$ cat src/logic/rv_params.svh
`ifndef RV_PARAMS_SVH
`define RV_PARAMS_SVH

// Datapath and instruction widths
`define RV_XLEN       64
`define RV_ILEN       32
`define RV_REG_COUNT  32

`define RV_RESET_PC   64'h0000_0000_0000_0000
`define RV_NOP        32'h0000_0013   // addi x0, x0, 0

// Major opcodes
`define RV_OP_LUI     7'b0110111
`define RV_OP_AUIPC   7'b0010111
`define RV_OP_JAL     7'b1101111
`define RV_OP_JALR    7'b1100111
`define RV_OP_BRANCH  7'b1100011
`define RV_OP_LOAD    7'b0000011
`define RV_OP_STORE   7'b0100011
`define RV_OP_IMM     7'b0010011
`define RV_OP_REG     7'b0110011

`endif
$ cat src/logic/rv_pkg.sv
`include "rv_params.svh"

package rv_pkg;

    typedef struct packed {
        logic [6:0] funct7;
        logic [4:0] rs2;
        logic [4:0] rs1;
        logic [2:0] funct3;
        logic [4:0] rd;
        logic [6:0] opcode;
    } rv_r_fmt_t;

    typedef struct packed {
        logic [11:0] imm_11_0;
        logic [4:0]  rs1;
        logic [2:0]  funct3;
        logic [4:0]  rd;
        logic [6:0]  opcode;
    } rv_i_fmt_t;

    typedef struct packed {
        logic [6:0] imm_11_5;
        logic [4:0] rs2;
        logic [4:0] rs1;
        logic [2:0] funct3;
        logic [4:0] imm_4_0;
        logic [6:0] opcode;
    } rv_s_fmt_t;

    typedef struct packed {
        logic       imm_12;
        logic [5:0] imm_10_5;
        logic [4:0] rs2;
        logic [4:0] rs1;
        logic [2:0] funct3;
        logic [3:0] imm_4_1;
        logic       imm_11;
        logic [6:0] opcode;
    } rv_b_fmt_t;

    typedef struct packed {
        logic [19:0] imm_31_12;
        logic [4:0]  rd;
        logic [6:0]  opcode;
    } rv_u_fmt_t;

    typedef struct packed {
        logic       imm_20;
        logic [9:0] imm_10_1;
        logic       imm_11;
        logic [7:0] imm_19_12;
        logic [4:0] rd;
        logic [6:0] opcode;
    } rv_j_fmt_t;

    // One fetched word, six views
    typedef union packed {
        rv_r_fmt_t r;
        rv_i_fmt_t i;
        rv_s_fmt_t s;
        rv_b_fmt_t b;
        rv_u_fmt_t u;
        rv_j_fmt_t j;
    } rv_instr_u;

    typedef enum logic [3:0] {
        ALU_ADD, ALU_SUB, ALU_SLL, ALU_SLT, ALU_SLTU,
        ALU_XOR, ALU_SRL, ALU_SRA, ALU_OR, ALU_AND
    } rv_alu_op_e;

    typedef struct packed {
        logic [4:0]          rd;
        logic [4:0]          rs1;
        logic [4:0]          rs2;
        logic [`RV_XLEN-1:0] imm;      // Already sign-extended
        rv_alu_op_e          alu_op;
        logic                b_imm;    // Operand b from immediate
        logic                a_pc;     // Operand a from pc
        logic                wr_rd;
        logic                is_load;
        logic                is_store;
        logic                is_jal;
        logic                is_jalr;
        logic                is_branch;
        logic [2:0]          funct3;
        logic                illegal;
    } rv_decoded_t;

    typedef struct packed {
        logic [`RV_XLEN-1:0] addr;
        logic [`RV_XLEN-1:0] wdata;
        logic                we;
    } rv_bus_req_t;

endpackage

$ cat src/logic/rv_fetch_stage.sv
`timescale 1ns/1ps
`include "rv_params.svh"

module rv_fetch_stage (
    input  logic                clk,
    input  logic                reset,
    input  logic [`RV_ILEN-1:0] instr_i,
    input  logic                stall_i,
    input  logic                redirect_i,
    input  logic [`RV_XLEN-1:0] target_pc_i,
    output logic [`RV_XLEN-1:0] pc_o,
    output rv_pkg::rv_instr_u   fetch_word_o,
    output logic [`RV_XLEN-1:0] fetch_pc_o
);

    always_ff @(posedge clk or negedge reset) begin
        if (!reset) begin
            pc_o         <= `RV_RESET_PC;
            fetch_word_o <= `RV_NOP;
            fetch_pc_o   <= `RV_RESET_PC;
        end else if (redirect_i) begin
            pc_o         <= target_pc_i;
            fetch_word_o <= `RV_NOP;   // Bubble over the wrong-path word
        end else if (!stall_i) begin
            pc_o         <= pc_o + 'd4;
            fetch_word_o <= instr_i;
            fetch_pc_o   <= pc_o;
        end
    end

    // Jumps never come from a memory op, so the two must not coincide
    a_no_redirect_in_stall: assert property (@(posedge clk) disable iff (!reset)
        !(redirect_i && stall_i));

endmodule

$ cat config.mk
export PLATFORM = sky130hd
export DESIGN_NAME = rv_fetch_stage
export DESIGN_NICKNAME = d
export VERILOG_FILES = /design/src/logic/rv_pkg.sv /design/src/logic/rv_fetch_stage.sv
export VERILOG_INCLUDE_DIRS = /design/src /design/src/logic
export SDC_FILE = /design/constraint.sdc
export NUM_CORES = 1
export LEC_CHECK = 0
export ABC_AREA = 1
export BUFFER_PORTS_ARGS = -buffer_cell sky130_fd_sc_hd__buf_2
export CAP_MARGIN = 0
export CORE_MARGIN = 2
export CORE_UTILIZATION = 40
export DETAILED_ROUTE_END_ITERATION = 8
export MAX_ROUTING_LAYER = met4
export PLACE_DENSITY = 0.63
export SYNTH_ARGS = -nofsm -noshare
export SYNTH_HDL_FRONTEND = slang
export SYNTH_SLANG_ARGS = --single-unit
$ cat constraint.sdc
create_clock -name clk -period 4.65 [get_ports clk]
set_input_delay 0.6975 -clock clk [delete_from_list [all_inputs] [get_ports clk]]
set_output_delay 0.6975 -clock clk [all_outputs]
set_load 0.1 [all_outputs]
[Word-level counts from Yosys, hierarchy flattened]
Cells that the tools add are included.
Storage, ports and cells
  flip-flop bits (word level): 160
  input port bits: 100
  output and inout port bits: 160
  logic and storage cells: 12
Operators by class
  add/subtract/negate cells: 1
  equal/unequal tests: 1
  mux-type cells: 4
  bitwise logic cells: 2
  reductions and logical operators: 1
Operators by type and width (number)
  64-bit 2-to-1 mux: 2
  64-bit by 3-bit adder with 64-bit output, second input constant: 1
  32-bit 2-to-1 mux: 2
  2-bit by 1-bit != test with 1-bit output, second input constant: 1
  1-bit inverter: 2
  2-bit AND reduction: 1

[Longest topological paths before layout]
  depth in word-level cells: 3
  mapped depth: 11
  mapped depth without buffers: 11

[Worst setup path before layout]
Ideal clock, no wire load.
  kind: reg-to-reg
  start point: register pc_o[3]
  end point: register pc_o[46]
  library setup time: 0.118 ns
  data arrival time: 2.239 ns
  required time: 4.532 ns
  path slack: 2.292 ns
  cell stages (with the launch flop): 11
  path buffers: 0
  period minus slack after synthesis: 2.358 ns
  path through: dfrtp_1 -> ha_1 -> nand2_2 -> nor2_4 -> nand2_4 -> inv_1 -> nand2_1 -> nor2_2 -> nand3_1 -> nand3_1 -> nand2_1
On the way
  longest elaborated chain between the ends: 3
RTL lines
  start, declared: line rv_fetch_stage.sv:11  | output logic [`RV_XLEN-1:0] pc_o,
  start signal, assigned: line rv_fetch_stage.sv:18  | pc_o <= `RV_RESET_PC;
  start signal, assigned: line rv_fetch_stage.sv:22  | pc_o <= target_pc_i;
  start signal, assigned: line rv_fetch_stage.sv:25  | pc_o <= pc_o + 'd4;
  64-bit by 3-bit adder with 64-bit output: line rv_fetch_stage.sv:25
  64-bit 2-to-1 mux: line rv_fetch_stage.sv:24  | end else if (!stall_i) begin
  64-bit 2-to-1 mux: line rv_fetch_stage.sv:21  | end else if (redirect_i) begin
Every way passes these cells. The select of a mux whose other input is x is not followed.
A chain may end at the register's enable or synchronous reset.

[Worst setup path after layout]
  start point: register pc_o[34]
  end point: output pc_o[34]
No word-level cell between the ends.

==> results.sh <==
export IMPL_comb_power_share_pct=35.9
export IMPL_r2r_start="pc_o[3]$_DFFE_PN0N_"
export IMPL_cp_top_family="flip-flops"
export IMPL_htree_levels=4
export IMPL_hold_viol_final=0
export IMPL_wire_per_inst_um=17.6
export IMPL_synthSimpleGateAreaFrac_pct=32.5
export IMPL_synthAdderAreaFrac_pct=0.151
export IMPL_final_net_count=1409
export IMPL_ys_top_cells_by_area="dfrtp_1, nand2_1, nor2_1"
export IMPL_avgSynthCellArea_um2=7.78
export IMPL_synth_seq_area_share_pct=48.4
export IMPL_fp_coreArea_um2=20300
export IMPL_maxCapViolCount=0
export IMPL_slew_viol_final=0
export IMPL_syn_area_um2=8290
export IMPL_dp_final_hpwl_um=20400
export IMPL_p_clk_share_pct=29.5
export IMPL_cts_resized=0
export IMPL_worstPathArrival_ns=1.46
export IMPL_p_leak_uw=0.00524
export IMPL_p_sw_uw=2320
export IMPL_cp_required_ns=3.95
export IMPL_yosys_warnings=0
export IMPL_drive_gt1_share_pct=25.6
export IMPL_slowest_delay_ns=0.52
export IMPL_clock_skew_ns=0.0140
export IMPL_final_common_cell="nand2_1"
export IMPL_hold_path_class="input pin to asynchronous set/reset pin"
export IMPL_p_seq_share_pct=34.6
export IMPL_dr_pass1_iters=5
export IMPL_finalSetupViolations=0
export IMPL_drc=0
export IMPL_syn2layout_area_growth_pct=25.7
export IMPL_synth_top_family_by_area="simple AND/OR/NAND/NOR gates"
export IMPL_ys_flop_type="dfrtp_1"
export IMPL_crit_path_start_kind="register"
export IMPL_start_util_pct=40.8
export IMPL_rsz0062_at_grt="false"
export IMPL_switching_share_pct=46.9
export IMPL_clockBufferDepth=2
export IMPL_most_common_layout_cells="nand2_1, buf_2, dfrtp_1, nor2_1, inv_1"
export IMPL_worstPathCellList="buf_2"
export IMPL_synth_xor_area_share_pct=0.634
export IMPL_max_freq_ghz=0.462
export IMPL_final_setup_tns_ns=0
export IMPL_grt_pass1_vias=7939
export IMPL_die_h_um=148
export IMPL_syn_nets=1166
export IMPL_synth_top_area_cell="dfrtp_1"
export IMPL_finalCritPeriodShare_pct=46.5
export IMPL_path_class="register to output pin"
export IMPL_cp_max_fo=8
export IMPL_vias=8246
export IMPL_synth_distinct_cells=41
export IMPL_r2r_end="pc_o[44]$_DFFE_PN0N_"
export IMPL_synth_compound_area_share_pct=11.3
export IMPL_placed_area_um2=9810
export IMPL_design_die_area_um2=21900
export IMPL_rows=52
export IMPL_cts_tree="done"
export IMPL_fp_dieW_um=148
export IMPL_synth_top_area_share_pct=47.4
export IMPL_io_buffers=259
export IMPL_status="completed"
export IMPL_critPathBufInv=1
export IMPL_antenna_found_initial=2
export IMPL_ir_drop_mv=0.225
export IMPL_place_gp_congestion=0.940
export IMPL_cts_setup_buffers=0
export IMPL_worst_slew_pin_slew_ns=1.17
export IMPL_p_int_uw=2630
export IMPL_globalRouteOverflowTotal=0
export IMPL_async_flop_share_pct=100
export IMPL_reg2reg_setup_slack_ns=2.54
export IMPL_cpMaxStageDelayCell="dfrtp_1"
export IMPL_slew_limit_headroom_pct=22.2
export IMPL_powerDensity_nw_per_um2=475
export IMPL_cts_buffers=17
export IMPL_via_per_inst=5.18
export IMPL_r2r_cells=10
export IMPL_clock_sinks=160
export IMPL_synthMuxAreaShare_pct=0
export IMPL_cts_hold_buf=0
export IMPL_drt_wl_total_um=28000
export IMPL_synth_edff_count=0
export IMPL_ys_ff_latch=160
export IMPL_netlist_instances=1065
export IMPL_io_pins=260
export IMPL_postRouteAntennaNets=0
export IMPL_grt_max_degree=103
export IMPL_cts_root_buf="clkbuf_16"
export IMPL_min_period_ns=2.16
export IMPL_clkTransAtPathRegs_ns=0.07
export IMPL_drt_iter0_drc=619
export IMPL_fin_area_um2=10400
export IMPL_critPathCaptureType="output pin"
export IMPL_insertion_delay_ns=0.44
export IMPL_grt_pass1_wl_um=43400
export IMPL_track_usage_pct=26.6
## cells in the mapped netlist, types with 3 or more instances
master / count
buf_2: 19
clkbuf_1: 23
o21ai_0: 71
nor2_4: 9
o211ai_1: 10
inv_2: 3
dfstp_2: 3
a22o_1: 29
nor2_2: 8
o2111ai_1: 8
nor2_1: 153
nand3b_1: 16
nand3_1: 72
dfrtp_1: 157
xor2_1: 6
nand4_1: 31
nor3_1: 11
o21bai_1: 5
and3_1: 4
inv_1: 102
nand2_1: 284
nand2_2: 9
o22a_1: 3
o21ai_1: 8
## area by class of cell
type | instances | area, um^2
Fill cell | 2064 | 9880
Sequential cell | 160 | 4010
Multi-Input combinational cell | 756 | 3700
Timing Repair Buffer | 266 | 1360
Clock buffer | 18 | 439
Inverter | 107 | 405
Tap cell | 270 | 338
Clock inverter | 14 | 166
Antenna cell | 2 | 5.00
## per-stage QoR
step	util [%]	total power, uW	instances	hold WS [ns]	worst slack (ns)
2_1_floorplan	-	3130	1065	0.402	2.29
4_1_cts	51.3	4980	1591	0.379	2.49
5_1_grt	51.3	5130	1593	0.408	2.39
3_3_place_gp	48.3	3500	1559	0.453	2.23
3_5_place_dp	48.3	3510	1559	0.455	2.15
6_report	51.3	4950	1593	0.320	2.49
## power by group through the flow
stage	registers [uW]	clock network, uW	logic, uW
finish	1710	1460	1780
CTS	1710	1490	1790
detailed placement	1730	0	1780
global route	1730	1550	1850
floorplan	2850	0	279
global placement	1730	0	1770
## registers in the layout, summed over array words and instances (netlist names)
name and flops:
pc_o 64, fetch_pc_o 64, fetch_word_o 32
## how the worst max path moves through the flow
stage | startpoint | endpoint | slack [ns] | cells past startpoint
after floorplan | pc_o[3]$_DFFE_PN0N_ | pc_o[46]$_DFFE_PN0N_ | 2.29 | 10
after global placement | redirect_i | pc_o[14]$_DFFE_PN0N_ | 2.23 | 5
after detailed placement | redirect_i | pc_o[16]$_DFFE_PN0N_ | 2.15 | 5
after CTS | pc_o[34]$_DFFE_PN0N_ | pc_o[34] | 2.49 | 1
after global routing | pc_o[3]$_DFFE_PN0N_ | pc_o[44]$_DFFE_PN0N_ | 2.39 | 10
final | pc_o[34]$_DFFE_PN0N_ | pc_o[34] | 2.49 | 1
## logic make-up after synthesis
kind of cell    count (synthesis)
simple gates                  605
flops                         160
buf+inv                       149
compound gates                144
xor+xnor                        6
fa+ha+maj                       1
## layer usage
metal / up-vias / GRT usage, % / share of wire (%)
met3: 37 / 6.39 / 7.3
met5: - / - / 0
li1: 3991 / - / -
met1: 3908 / 37.3 / 47
met2: 310 / 38.5 / 44
met4: 0 / 7.67 / 1.9
(Power assumes the default switching activity.)
